**src/design/rx_cfg_pkg.sv**
```systemverilog
/*
 * Register file widths, APB address map and shared types
 * for the receiver coefficient and configuration block
 */
`default_nettype none

package rx_cfg_pkg;

    localparam int addr_w     = 7;
    localparam int data_w     = 32;
    localparam int coeff_w    = 20;   // S20.18 coefficients
    localparam int fd_taps    = 72;
    localparam int iir_coeffs = 5;    // b0, b1, b2, a1, a2
    localparam int ctrl_bits  = 5;

    typedef logic        [addr_w-1:0]  apb_addr_t;
    typedef logic        [data_w-1:0]  apb_data_t;
    typedef logic signed [coeff_w-1:0] coeff_t;
    typedef logic        [4:0]         cic_r_t;

    ////////////////////////////////////////
    // Address map
    ////////////////////////////////////////
    localparam apb_addr_t fd_base        = 7'd0;
    localparam apb_addr_t iir24_base     = 7'd72;
    localparam apb_addr_t iir1_base      = 7'd77;
    localparam apb_addr_t iir2_base      = 7'd82;
    localparam apb_addr_t cic_addr       = 7'd87;
    localparam apb_addr_t ctrl_base      = 7'd88;   // Five on/off bits, one per word
    localparam apb_addr_t out_sel_addr   = 7'd93;
    localparam apb_addr_t coeff_sel_addr = 7'd94;
    localparam apb_addr_t status_addr    = 7'd95;

    // Read-back of 96..127
    localparam apb_data_t unmapped_pattern = 32'hAAAA_AAAA;

    typedef enum logic [3:0] {
        FD,
        IIR24,
        IIR1,
        IIR2,
        CIC,
        CTRL,
        OUT_SEL,
        COEFF_SEL,
        STATUS,
        NONE
    } region_t;

endpackage

`default_nettype wire

```
**src/design/rx_coeff_pkg.sv**
```systemverilog
/*
 * Reset defaults for the fractional decimator and the three
 * IIR notch banks, all in S20.18
 */
`default_nettype none

package rx_coeff_pkg;

    import rx_cfg_pkg::*;

    typedef coeff_t fd_half_t  [fd_taps/2];
    typedef coeff_t fd_table_t [fd_taps];
    typedef coeff_t iir_table_t[iir_coeffs];

    // First half of the symmetric decimator response
    localparam fd_half_t fd_half = '{
        20'shfff76, 20'shffcac, 20'shffada, 20'shfff7d,
        20'sh00309, 20'shffe7b, 20'shffe50, 20'sh00341,
        20'shffede, 20'shffd19, 20'sh0044f, 20'shfff5e,
        20'shffb2b, 20'sh005a7, 20'sh0006b, 20'shff873,
        20'sh0071e, 20'sh00246, 20'shff4c4, 20'sh00898,
        20'sh0054b, 20'shfefcc, 20'sh00a01, 20'sh00a1c,
        20'shfe8d4, 20'sh00b42, 20'sh01214, 20'shfde19,
        20'sh00c46, 20'sh02101, 20'shfc9d4, 20'sh00cfe,
        20'sh047c8, 20'shf8a18, 20'sh00d5d, 20'sh22d87   // Centre tap
    };

    // Linear phase, so the upper half mirrors the lower one
    function automatic fd_table_t mirror_fd(input fd_half_t half);
        fd_table_t full;
        for (int i = 0; i < fd_taps / 2; i++) begin
            full[i]               = half[i];
            full[fd_taps - 1 - i] = half[i];
        end
        return full;
    endfunction

    localparam fd_table_t fd_default = mirror_fd(fd_half);

    ////////////////////////////////////////
    // Notch banks, order b0 b1 b2 a1 a2
    ////////////////////////////////////////
    localparam iir_table_t iir24_default = '{
        20'sh37061, 20'sh5907c, 20'sh37061, 20'sh5907c, 20'sh2e0c3
    };

    localparam iir_table_t iir1_default = '{
        20'sh37061, 20'shc8f9f, 20'sh37061, 20'shc8f9f, 20'sh2e0c3
    };

    localparam iir_table_t iir2_default = '{
        20'sh37061, 20'sh37061, 20'sh37061, 20'sh37061, 20'sh2e0c3
    };

endpackage

`default_nettype wire

```
**src/design/apb_access.sv**
```systemverilog
/*
 * APB slave phase tracking: registered ready, read-data
 * capture and the write strobe for the register file
 */
`timescale 1ns/1ps
`default_nettype none

module apb_access
    import rx_cfg_pkg::*;
(
    input  wire logic      clk,
    input  wire logic      rst_n,
    input  wire logic      psel,
    input  wire logic      penable,
    input  wire logic      pwrite,
    input  wire apb_data_t rd_word,
    output logic           pready,
    output apb_data_t      prdata,
    output logic           wr_en
);

    logic setup;
    logic rd_capture;

    assign setup      = psel && !penable;
    assign rd_capture = setup && !pwrite;

    // Commit happens at the edge closing the access cycle
    assign wr_en = psel && penable && pwrite && pready;

    always_ff @(posedge clk or negedge rst_n) begin
        if (!rst_n) begin
            pready <= 1'b0;
            prdata <= '0;
        end else begin
            pready <= setup;   // No wait states
            if (rd_capture) begin
                prdata <= rd_word;
            end else begin
                prdata <= '0;  // Only driven during a read access
            end
        end
    end

    ////////////////////////////////////////
    // Protocol checks
    ////////////////////////////////////////
    a_ready_in_access: assert property (
        @(posedge clk) disable iff (!rst_n)
        pready |-> (psel && penable)
    ) else $error("pready outside an access cycle");

    a_ready_single: assert property (
        @(posedge clk) disable iff (!rst_n)
        pready |=> !pready
    ) else $error("pready held for two cycles");

endmodule

`default_nettype wire

```
**src/design/coeff_bank.sv**
```systemverilog
/*
 * Coefficient bank with reset defaults, indexed writes and
 * a one-cycle valid pulse after the last entry is written
 */
`timescale 1ns/1ps
`default_nettype none

module coeff_bank
    import rx_cfg_pkg::*;
#(
    parameter int     DEPTH = iir_coeffs,
    parameter coeff_t RESET_VALS [DEPTH] = '{default: '0}
) (
    input  wire logic      clk,
    input  wire logic      rst_n,
    input  wire logic      wr_en,
    input  wire logic      bank_sel,
    input  wire apb_addr_t idx,
    input  wire coeff_t    wdata,
    output coeff_t         coeffs [DEPTH],
    output logic           valid
);

    logic wr_bank;

    assign wr_bank = wr_en && bank_sel;

    always_ff @(posedge clk or negedge rst_n) begin
        if (!rst_n) begin
            coeffs <= RESET_VALS;
        end else if (wr_bank) begin
            for (int i = 0; i < DEPTH; i++) begin
                if (idx == apb_addr_t'(i)) begin
                    coeffs[i] <= wdata;
                end
            end
        end
    end

    // Downstream filter reloads its taps on this pulse
    always_ff @(posedge clk or negedge rst_n) begin
        if (!rst_n) begin
            valid <= 1'b0;
        end else begin
            valid <= wr_bank && (idx == apb_addr_t'(DEPTH - 1));
        end
    end

    // Writes are at least two cycles apart on APB
    a_valid_pulse: assert property (
        @(posedge clk) disable iff (!rst_n)
        valid |=> !valid
    ) else $error("bank valid longer than one cycle");

endmodule

`default_nettype wire

```
**src/design/coeff_mpram.sv**
```systemverilog
/*
 * Receiver coefficient register file top: APB slave, decimator
 * bank, three notch banks, chain control registers and decode
 */
`timescale 1ns/1ps
`default_nettype none

module coeff_mpram
    import rx_cfg_pkg::*;
    import rx_coeff_pkg::*;
(
    input  wire logic      clk,
    input  wire logic      rst_n,
    input  wire logic      psel,
    input  wire logic      penable,
    input  wire logic      pwrite,
    input  wire apb_addr_t paddr,
    input  wire apb_data_t pwdata,
    output logic           pready,
    output apb_data_t      prdata,
    output coeff_t         fd_coeffs    [fd_taps],
    output logic           fd_valid,
    output coeff_t         iir24_coeffs [iir_coeffs],
    output logic           iir24_valid,
    output coeff_t         iir1_coeffs  [iir_coeffs],
    output logic           iir1_valid,
    output coeff_t         iir2_coeffs  [iir_coeffs],
    output logic           iir2_valid,
    output cic_r_t         cic_r,
    output logic [ctrl_bits-1:0] ctrl,
    output logic [1:0]     out_sel,
    output logic [2:0]     coeff_sel,
    output logic [2:0]     status
);

    logic      wr_en;
    region_t   region;
    apb_addr_t idx;
    apb_data_t rd_word;
    coeff_t    coeff_wdata;

    assign coeff_wdata = pwdata[coeff_w-1:0];   // Upper bits ignored

    apb_access u_apb (
        .clk     (clk),
        .rst_n   (rst_n),
        .psel    (psel),
        .penable (penable),
        .pwrite  (pwrite),
        .rd_word (rd_word),
        .pready  (pready),
        .prdata  (prdata),
        .wr_en   (wr_en)
    );

    region_decode u_decode (
        .paddr        (paddr),
        .fd_coeffs    (fd_coeffs),
        .iir24_coeffs (iir24_coeffs),
        .iir1_coeffs  (iir1_coeffs),
        .iir2_coeffs  (iir2_coeffs),
        .cic_r        (cic_r),
        .ctrl         (ctrl),
        .out_sel      (out_sel),
        .coeff_sel    (coeff_sel),
        .status       (status),
        .region       (region),
        .idx          (idx),
        .rd_word      (rd_word)
    );

    ////////////////////////////////////////
    // Coefficient banks
    ////////////////////////////////////////
    coeff_bank #(.DEPTH(fd_taps), .RESET_VALS(fd_default)) u_fd_bank (
        .clk (clk), .rst_n (rst_n), .wr_en (wr_en), .bank_sel (region == FD),
        .idx (idx), .wdata (coeff_wdata), .coeffs (fd_coeffs), .valid (fd_valid)
    );

    // 2.4 MHz notch
    coeff_bank #(.DEPTH(iir_coeffs), .RESET_VALS(iir24_default)) u_iir24_bank (
        .clk (clk), .rst_n (rst_n), .wr_en (wr_en), .bank_sel (region == IIR24),
        .idx (idx), .wdata (coeff_wdata), .coeffs (iir24_coeffs), .valid (iir24_valid)
    );

    coeff_bank #(.DEPTH(iir_coeffs), .RESET_VALS(iir1_default)) u_iir1_bank (
        .clk (clk), .rst_n (rst_n), .wr_en (wr_en), .bank_sel (region == IIR1),
        .idx (idx), .wdata (coeff_wdata), .coeffs (iir1_coeffs), .valid (iir1_valid)
    );

    coeff_bank #(.DEPTH(iir_coeffs), .RESET_VALS(iir2_default)) u_iir2_bank (
        .clk (clk), .rst_n (rst_n), .wr_en (wr_en), .bank_sel (region == IIR2),
        .idx (idx), .wdata (coeff_wdata), .coeffs (iir2_coeffs), .valid (iir2_valid)
    );

    config_regs u_cfg (
        .clk       (clk),
        .rst_n     (rst_n),
        .wr_en     (wr_en),
        .region    (region),
        .idx       (idx),
        .wdata     (pwdata),
        .cic_r     (cic_r),
        .ctrl      (ctrl),
        .out_sel   (out_sel),
        .coeff_sel (coeff_sel),
        .status    (status)
    );

endmodule

`default_nettype wire

```
**src/design/config_regs.sv**
```systemverilog
/*
 * Filter chain control: CIC decimation factor, block on/off
 * bits, output select, coefficient select and status select
 */
`timescale 1ns/1ps
`default_nettype none

module config_regs
    import rx_cfg_pkg::*;
(
    input  wire logic      clk,
    input  wire logic      rst_n,
    input  wire logic      wr_en,
    input  wire region_t   region,
    input  wire apb_addr_t idx,
    input  wire apb_data_t wdata,
    output cic_r_t         cic_r,
    output logic [ctrl_bits-1:0] ctrl,
    output logic [1:0]     out_sel,
    output logic [2:0]     coeff_sel,
    output logic [2:0]     status
);

    // ctrl bit order
    //   0 fractional decimator, 1 notch 2.4 MHz, 2 notch 1/2 MHz,
    //   3 CIC, 4 FIR
    always_ff @(posedge clk or negedge rst_n) begin
        if (!rst_n) begin
            cic_r     <= 5'd1;   // Pass-through decimation
            ctrl      <= '0;
            out_sel   <= '0;
            coeff_sel <= '0;
            status    <= '0;
        end else if (wr_en) begin
            case (region)
                CIC: begin
                    cic_r <= wdata[$bits(cic_r_t)-1:0];
                end
                CTRL: begin
                    for (int i = 0; i < ctrl_bits; i++) begin
                        if (idx == apb_addr_t'(i)) begin
                            ctrl[i] <= wdata[0];
                        end
                    end
                end
                OUT_SEL:   out_sel   <= wdata[1:0];
                COEFF_SEL: coeff_sel <= wdata[2:0];
                STATUS:    status    <= wdata[2:0];
                default: ;   // Coefficient and unmapped writes
            endcase
        end
    end

    // A zero factor would stall the CIC
    a_cic_nonzero: assert property (
        @(posedge clk) disable iff (!rst_n)
        (wr_en && region == CIC) |-> (wdata[$bits(cic_r_t)-1:0] != '0)
    ) else $error("CIC decimation factor written to zero");

endmodule

`default_nettype wire

```
**src/design/region_decode.sv**
```systemverilog
/*
 * Address decode into region and local offset, plus the
 * read-back multiplexer over all stored values
 */
`timescale 1ns/1ps
`default_nettype none

module region_decode
    import rx_cfg_pkg::*;
(
    input  wire apb_addr_t paddr,
    input  wire coeff_t    fd_coeffs    [fd_taps],
    input  wire coeff_t    iir24_coeffs [iir_coeffs],
    input  wire coeff_t    iir1_coeffs  [iir_coeffs],
    input  wire coeff_t    iir2_coeffs  [iir_coeffs],
    input  wire cic_r_t    cic_r,
    input  wire logic [ctrl_bits-1:0] ctrl,
    input  wire logic [1:0] out_sel,
    input  wire logic [2:0] coeff_sel,
    input  wire logic [2:0] status,
    output region_t        region,
    output apb_addr_t      idx,
    output apb_data_t      rd_word
);

    logic [2:0] sub_idx;   // Offset inside a 5-entry bank or ctrl

    function automatic apb_data_t sext(input coeff_t c);
        return {{(data_w - coeff_w){c[coeff_w-1]}}, c};
    endfunction

    always_comb begin
        region = NONE;
        idx    = '0;
        if (paddr < iir24_base) begin
            region = FD;
            idx    = paddr - fd_base;
        end else if (paddr < iir1_base) begin
            region = IIR24;
            idx    = paddr - iir24_base;
        end else if (paddr < iir2_base) begin
            region = IIR1;
            idx    = paddr - iir1_base;
        end else if (paddr < cic_addr) begin
            region = IIR2;
            idx    = paddr - iir2_base;
        end else if (paddr == cic_addr) begin
            region = CIC;
        end else if (paddr < out_sel_addr) begin
            region = CTRL;
            idx    = paddr - ctrl_base;
        end else if (paddr == out_sel_addr) begin
            region = OUT_SEL;
        end else if (paddr == coeff_sel_addr) begin
            region = COEFF_SEL;
        end else if (paddr == status_addr) begin
            region = STATUS;
        end
    end

    assign sub_idx = idx[2:0];

    ////////////////////////////////////////
    // Read-back
    ////////////////////////////////////////
    always_comb begin
        case (region)
            FD:        rd_word = sext(fd_coeffs[idx]);
            IIR24:     rd_word = sext(iir24_coeffs[sub_idx]);
            IIR1:      rd_word = sext(iir1_coeffs[sub_idx]);
            IIR2:      rd_word = sext(iir2_coeffs[sub_idx]);
            CIC:       rd_word = apb_data_t'(cic_r);
            CTRL:      rd_word = apb_data_t'(ctrl[sub_idx]);   // Bit 0 only
            OUT_SEL:   rd_word = apb_data_t'(out_sel);
            COEFF_SEL: rd_word = apb_data_t'(coeff_sel);
            STATUS:    rd_word = apb_data_t'(status);
            default:   rd_word = unmapped_pattern;
        endcase
    end

endmodule

`default_nettype wire

```
**config.mk**
```make
export PLATFORM = sky130hd
export DESIGN_NAME = coeff_mpram
export DESIGN_NICKNAME = d
export VERILOG_FILES = /design/src/design/rx_cfg_pkg.sv /design/src/design/rx_coeff_pkg.sv /design/src/design/apb_access.sv /design/src/design/coeff_bank.sv /design/src/design/coeff_mpram.sv /design/src/design/config_regs.sv /design/src/design/region_decode.sv
export SDC_FILE = /design/constraint.sdc
export NUM_CORES = 2
export LEC_CHECK = 0
export ABC_AREA = 1
export BUFFER_PORTS_ARGS = -buffer_cell sky130_fd_sc_hd__buf_4
export CAP_MARGIN = 40
export CORE_AREA = 5 5 722 724
export DETAILED_ROUTE_END_ITERATION = 8
export DIE_AREA = 0 0 727 729
export GPL_ROUTABILITY_DRIVEN = 1
export PLACE_DENSITY = 0.34
export SYNTH_ARGS = -nofsm -noshare
export SYNTH_HDL_FRONTEND = slang
export SYNTH_SLANG_ARGS = --single-unit
export TNS_END_PERCENT = 1
```
**constraint.sdc**
```tcl
create_clock -name clk -period 2.4 [get_ports clk]
set_clock_uncertainty 0.2 [all_clocks]
set_input_delay 0 -clock clk [delete_from_list [all_inputs] [get_ports clk]]
set_output_delay 0 -clock clk [all_outputs]
set_load 0.005 [all_outputs]
```
Word-level counts from Yosys, hierarchy flattened:

Index checks and enable logic that the tools add are counted.

* $add $sub $neg: 4
* $mul: 0
* eq/ne operators: 83
* reductions and logical operators: 113
* mux-type cells: 31
* shift operators: 0
* order comparisons: 8
* bitwise gates (word level): 2
* div/mod/pow operators: 0

Operators with widths (count)
* $pmux W32 S9: 1
* $eq A7 B6 Y1 const B: 32
* $reduce_and A2 Y1: 91
* $bmux W20 S3: 3
* $mux W20: 8
* $bmux W20 S7: 1
* $eq A7 B5 Y1 const B: 16
* $eq A7 B7 Y1 const B: 12
* $eq A7 B4 Y1 const B: 8
* $mux W7: 6
* $lt A7 B7 Y1 const B: 5
* $mux W32: 1
* $mux W4: 8
* $eq A7 B3 Y1 const B: 4
* $sub A7 B7 Y7 const B: 4
* $eq A4 B3 Y1 const B: 4
* $reduce_and A3 Y1: 5
* $eq A7 B2 Y1 const B: 2
* $logic_and A1 B1 Y1: 13
* $eq A4 B2 Y1 const B: 2
* $ge A8 B8 Y1 const B: 1
* $not A7 Y8: 1
* $eq A7 B1 Y1 const B: 1
* $logic_not A7 Y1: 1
* other kinds (9): 11

* latch bits: 0
* register bits after elaboration: 1795
* bits in writable memories: 0
* word-level logic and storage cells: 343
* memory bits (read-only): 0
* input bits: 44
* memories: 0
* output and inout bits: 1795

Depth between registers and ports, before layout:

* word-level depth: 13
* mapped depth: 28
* mapped depth without buffers: 26

Cells and area by module:

From an unflattened synthesis, not the netlist that was laid out.

* cell total of the unflattened synthesis: 12469
* area, all modules: 93425.9 µm²

Modules (own cells, without submodules)
* coeff_bank at u_fd_bank: times used 1, sequential area each 36932.9 µm², cells an instance 6729, area an instance 59847.4 µm²
* region_decode: times used 1, sequential area each 0.0 µm², cells an instance 4130, area an instance 18828.1 µm²
* coeff_bank at u_iir1_bank: times used 1, sequential area each 2590.0 µm², cells an instance 461, area an instance 4211.5 µm²
* coeff_bank at u_iir24_bank: times used 1, sequential area each 2580.0 µm², cells an instance 461, area an instance 4201.5 µm²
* coeff_bank at u_iir2_bank: times used 1, sequential area each 2577.5 µm², cells an instance 461, area an instance 4199.0 µm²
* apb_access: times used 1, sequential area each 825.8 µm², cells an instance 107, area an instance 1231.2 µm²
* config_regs: times used 1, sequential area each 451.7 µm², cells an instance 107, area an instance 855.8 µm²
* coeff_mpram: times used 1, sequential area each 0.0 µm², cells an instance 13, area an instance 51.3 µm²

Worst setup path after synthesis:

No wires, ideal clock.

* kind: input -> register
* start: in paddr[2]
* end: reg u_fd_bank.coeffs[629] in the netlist's numbering
* required time: 2.066 ns
* arrival: 2.305 ns
* library setup time: 0.134 ns
* stages: 18
* slack: -0.239 ns
* path buffers: 4
* cell sequence: buf_2 -> inv_1 -> ha_1 -> inv_1 -> nand2_1 -> nand2_1 -> nand2_1 -> a21oi_1 -> o21ai_1 -> a21oi_2 -> nand2_1 -> buf_2 -> buf_2 -> nor2_1 -> nand2_1 -> clkbuf_1 -> nand2_1 -> o21ai_0

* longest elaborated chain between the ends: 13
* elaborated cells on any way between the ends: 32
* classes of those cells: add/sub: 4; order compare: 5; eq/ne: 5; mux: 15; reduce/logical: 3

Ends and longest elaborated chain
* from (decl): line coeff_mpram.sv:17 `input wire apb_addr_t paddr,`
* parallel branches: the longest is 12 deep, another holds $sub A7 B7 Y7
* $reduce_and A2 Y1 (no line) *
* to (signal, indexed assignment): line coeff_bank.sv:34 `coeffs[i] <= wdata;`
* to (decl): line coeff_bank.sv:20 `output coeff_t coeffs [DEPTH],`

Mark *: on every way between the ends.
A chain may end at the register's enable or synchronous reset.

Final worst setup path:

* start: in paddr[1]
* end: reg u_apb.prdata[17]

* longest elaborated chain between the ends: 13
* elaborated cells on any way between the ends: 53
* classes of those cells: add/sub: 4; order compare: 5; eq/ne: 12; mux: 29; bitwise: 2; reduce/logical: 1

Ends and longest elaborated chain
* $sub A7 B7 Y7, or another cell as far along: line region_decode.sv:51 `idx = paddr - ctrl_base;`
* $mux W7 or $mux W1 (tied branches): line region_decode.sv:49, region_decode.sv:56
* $mux W7 or $mux W4 (tied branches): line region_decode.sv:47, region_decode.sv:54
* $mux W7 or $mux W4 (tied branches): line region_decode.sv:44, region_decode.sv:52
* $mux W7 or $mux W4 (tied branches): line region_decode.sv:41, region_decode.sv:49
* $mux W7 or $mux W4 (tied branches): line region_decode.sv:38, region_decode.sv:47
* $mux W7 or $mux W4 (tied branches): line region_decode.sv:35, region_decode.sv:44
* $not A7 Y8 (implied by the code), or another cell as far along: line region_decode.sv:68 `FD: rd_word = sext(fd_coeffs[idx]);`
* $bmux W20 S7, or another cell as far along: line region_decode.sv:68
* $mux W20 (implied by the code), or another cell as far along (2 in a row): line region_decode.sv:68
* $pmux W32 S9 *: line region_decode.sv:67 `case (region)`
* $mux W32 *: line apb_access.sv:37 `if (rd_capture) begin`
* to (signal assigned): line apb_access.sv:38 `prdata <= rd_word;`
* to (decl): line apb_access.sv:18 `output apb_data_t prdata,`

Every way passes the cells marked *; elsewhere a longest branch is shown, timed or not. The select of a mux whose other input is x is not followed.

==> out/results.txt <==
The flow ran to the end, but the final reports show violations. The final reports fail on setup timing. After layout, the minimum clock period comes to 2.77 ns. The netlist uses 43 different library cells. The worst min-delay path category is input port to register. Entering global routing, the biggest net connects 87 pins.

Count of antenna-violating nets left after detailed routing: 0. The tools report the full die area as 530,000 um2. Routability-driven placement finished with a final weighted congestion of 0.864. The logs give 0 for the number of hold violations in the final report and 13,300 for the net total in the final layout. The final cell count without fillers came out at 20,300. Setup repair after global routing could not meet its margin everywhere. The growth of design area from synthesis to finish was 58.6%; the number of top-level pins was 1,839.

For the number of detailed-route iterations in the first pass, the log shows 8. In the routed layout, each cell is associated on average with a via count of 4.28. A synthesized cell averages 7.97 um2. During synthesis, Yosys emitted a total of 0 warnings.

Placed instance count: 19,600. The worst setup path is launched from an input port. For the floorplan row count, the log shows 264. TritonCTS built the clock tree.

Share of synthesized registers carrying an async set or reset: 100%. The floorplan step set the die height to 729 um. The post-synthesis sequential element count came out at 1,784. Most frequent standard cell in the layout excluding fill and tap cells: nand2_1. After detailed routing, the number of remaining DRC violations is 0. For this design the static power due to leakage is 60.7 nW.

In the layout the commonest cells are 3,354 x nand2_1, 2,890 x buf_4, 2,024 x o21ai_0, 953 x dfrtp_1, 831 x dfstp_2. The tools report the wire length of the first global-routing pass as 858 mm. Max-cap violations in this run came to 0. In this run the clock root is driven by a clkbuf_16. The pin slew with the least headroom to its limit was 0.851 ns; the mean routed wirelength per cell was 32.8 um.

The die is 727 um wide. The routed layout has 86,800 vias. The tools report the count of clock tree sinks as 1,784.

The run gives -0.374 ns as the smallest setup slack after layout. Of all nets on the critical path, the largest fanout is 7. The clock passes through at most 4 buffers. The post-route netlist has 39.9% of its cells at a drive strength greater than 1. The number of pins with negative max-slew slack in the final report is 0, and the H-tree depth reported by CTS is 4. After technology mapping, the gate count stands at 10,400. The overall overflow remaining after global route was 0; the clock-pin slew on the worst setup and hold paths was 0.05 ns. Dominant register cell in the synthesized netlist: dfrtp_1. The via count of the first global-routing pass was 84,800; the final period utilization was 116%. STA classifies the critical path endpoint as a register.

The data required time of the critical path is 3.03 ns. The critical path is of the input port to register type. The data arrival time of the critical path was 3.41 ns; the total wirelength of the detailed-routed design was 665 mm. Detailed placement ended at an HPWL of 517 mm. For this design the ratio of total power to cell area is 668 nW/um2.

In this run the cell area of the synthesized design comes to 83,200 um2. Setup violations remaining at the end of the flow were counted as 515. Buffers inserted during clock tree synthesis total 234. Summing the sequential cell areas from Yosys gives 54.9% of the chip area. Global routing used 24.0% of the available tracks across all layers. Insertion delay of the later-clocked pin in the worst-skew pair: 0.96 ns. After the first detailed-routing iteration, the DRC count stood at 7,552. The worst pin sits at a relative slew slack of 43.3%. The number of synthesized flops with an enable pin was 0; the net count after synthesis was 10,500. Port buffering added 1,826 buffers. Timing would allow up to 361 MHz. Once the floorplan was initialized, standard cells occupied 16.2% of the core. The region available for standard cell placement spans 515,000 um2. IR analysis of the VDD net gives a maximum drop of 0.000612 V.

For the number of antenna violations at the first check in global routing, the log shows 60. The final standard cell utilization of the core was 25.6%.
through the flow:
| step | setup TNS [ns] | setup WS, ns | hold WS (ns) | total power [mW] | instance area, um2 |
|---|---|---|---|---|---|
| 2_1_floorplan | -135.19 | -0.156 | -0.496 | 36.8 | 83300 |
| 3_3_place_gp | -2145.56 | -2.30 | -0.110 | 48.3 | 118000 |
| 3_5_place_dp | -2119.19 | -2.29 | -0.116 | 48.2 | 118000 |
| 4_1_cts | -9.70 | -0.320 | 0.0145 | 88.8 | 130000 |
| 5_1_grt | -112.95 | -0.403 | 0.182 | 91.3 | 132000 |
| 6_report | -34.64 | -0.374 | 0.153 | 88.1 | 132000 |
cell usage after synthesis, types with 2 or more instances:
cell       instances  area share, %
nand2_1         3680             17
nand3_1           60           0.36
o221ai_1          14           0.15
o21ai_1          189            1.1
xor2_1             2          0.021
a21oi_1           75           0.45
nand4_1            8          0.060
buf_4             35           0.32
buf_1             31           0.14
buf_6              6          0.081
or2_2             87           0.65
nor2_1           605            2.7
o2111ai_1         21           0.22
inv_2             10          0.045
nand2_2            9          0.068
clkbuf_1         665            3.0
dfrtp_1          953             29
clkinv_1           4          0.018
o22a_1             9          0.095
nor3_1             6          0.036
nor3_2             5          0.060
o211ai_1          45           0.41
ha_1              11           0.17
a21oi_2            4          0.042
buf_2            130           0.78
dfstp_2          831             26
nand2_4            2          0.027
nand3b_1          33           0.30
nor2_4             2          0.027
nor2_2            11          0.083
inv_1            497            2.2
o21ai_0         2209             13
o21ai_2            2          0.021
a221oi_1           2          0.021
o21bai_1          19           0.17
o22ai_1          158            1.2
layer usage:
| metal | part of all wire [%] | routed length (um) | global-route usage, % | up-vias |
|---|---|---|---|---|
| met2 | 46 | 306000 | 39.1 | 3040 |
| met3 | 5.4 | 35900 | 3.74 | 713 |
| met5 | 0.0020 | 13 | 0 | - |
| met1 | 43 | 287000 | 31.4 | 43500 |
| li1 | - | - | - | 39600 |
| met4 | 5.3 | 35400 | 10.2 | 2 |
what timing repair did:
item / in CTS / in global routing
endpoints found under the hold margin: 3563 / 0
endpoints found under the setup margin: 1518 / 1684
resized for setup: 684 / 392
hold buffers: 48 / 0
pin swaps: 191 / 197
buffers inserted: 136 / 40
gates cloned: 26 / 11
report_power, final:
group / leakage, nW / switching [mW] / internal [mW] / total, mW
Clock: 3.94 / 15.8 / 22.1 / 37.8
Sequential: 21.9 / 0.355 / 30.5 / 30.9
Combinational: 34.9 / 12.3 / 7.10 / 19.4
worst paths after layout:
| path | startpoint | end | slack (ns) | depth (start not counted) |
|---|---|---|---|---|
| min in group asynchronous | rst_n | u_fd_bank.coeffs[108] | 0.39 | 4 |
| max in group asynchronous | rst_n | u_fd_bank.coeffs[221] | 0.55 | 6 |
| setup reg to reg | u_fd_bank.coeffs[1419] | u_apb.prdata[29] | -0.19 | 18 |
| setup / recovery | paddr[1] | u_apb.prdata[17] | -0.37 | 26 |
| hold / removal | paddr[5] | u_cfg.coeff_sel[1] | 0.15 | 11 |
| hold reg to reg | u_fd_bank.coeffs[1431] | u_fd_bank.coeffs[1431] | 0.28 | 2 |
registers in the layout, indices dropped and copies added, names as in the netlist:
register / count
u_iir2_bank.coeffs: 100
u_apb.pready: 1
u_cfg.out_sel: 2
u_iir24_bank.coeffs: 100
u_iir1_bank.valid: 1
u_cfg.ctrl: 5
u_iir2_bank.valid: 1
u_cfg.cic_r: 5
u_cfg.coeff_sel: 3
u_cfg.status: 3
u_fd_bank.coeffs: 1440
u_iir1_bank.coeffs: 100
u_fd_bank.valid: 1
u_iir24_bank.valid: 1
u_apb.prdata: 21
logic make-up (layout without fill, tap and decap cells):
family / after synthesis / after routing / synth area share (%)
compound gates: 2750 / 2750 / 17.2
xor+xnor: 3 / 3 / 0.0316
fa+ha+maj: 11 / 11 / 0.165
buf+inv: 1379 / 4438 / 6.63
flops: 1784 / 1784 / 54.9
other cells: 0 / 21 / 0
simple gates: 4510 / 4510 / 21.0
layout make-up:
cell class / instances / area (um2)
antenna: 21 / 52.6
tap: 6783 / 8490
sequential: 1784 / 45700
clock buffer: 348 / 6750
multi-input combinational: 7274 / 34800
clock inverter: 92 / 1270
timing repair buffer: 3486 / 32900
fill: 56200 / 383000
inverter: 512 / 2040
critical path, cell delays in order:
cell and delay, ns:
buf_8 0.09, clkinvlp_4 0.13, ha_4 0.20, inv_4 0.06
nand2_4 0.05, nand2_4 0.06, nand2_4 0.07, a21oi_4 0.13
o21ai_4 0.09, a21oi_4 0.33, buf_6 0.17, nand2_8 0.05
buf_12 0.13, buf_12 0.14, buf_12 0.15, buf_8 0.14
or2_4 0.22, o211ai_1 0.23, nand2_1 0.20, buf_12 0.18
nand3b_1 0.09, nand2_2 0.12, nand3_4 0.15, nand2_2 0.06
nand2_2 0.06, a21oi_2 0.06
Power figures use the tool's default switching activity.
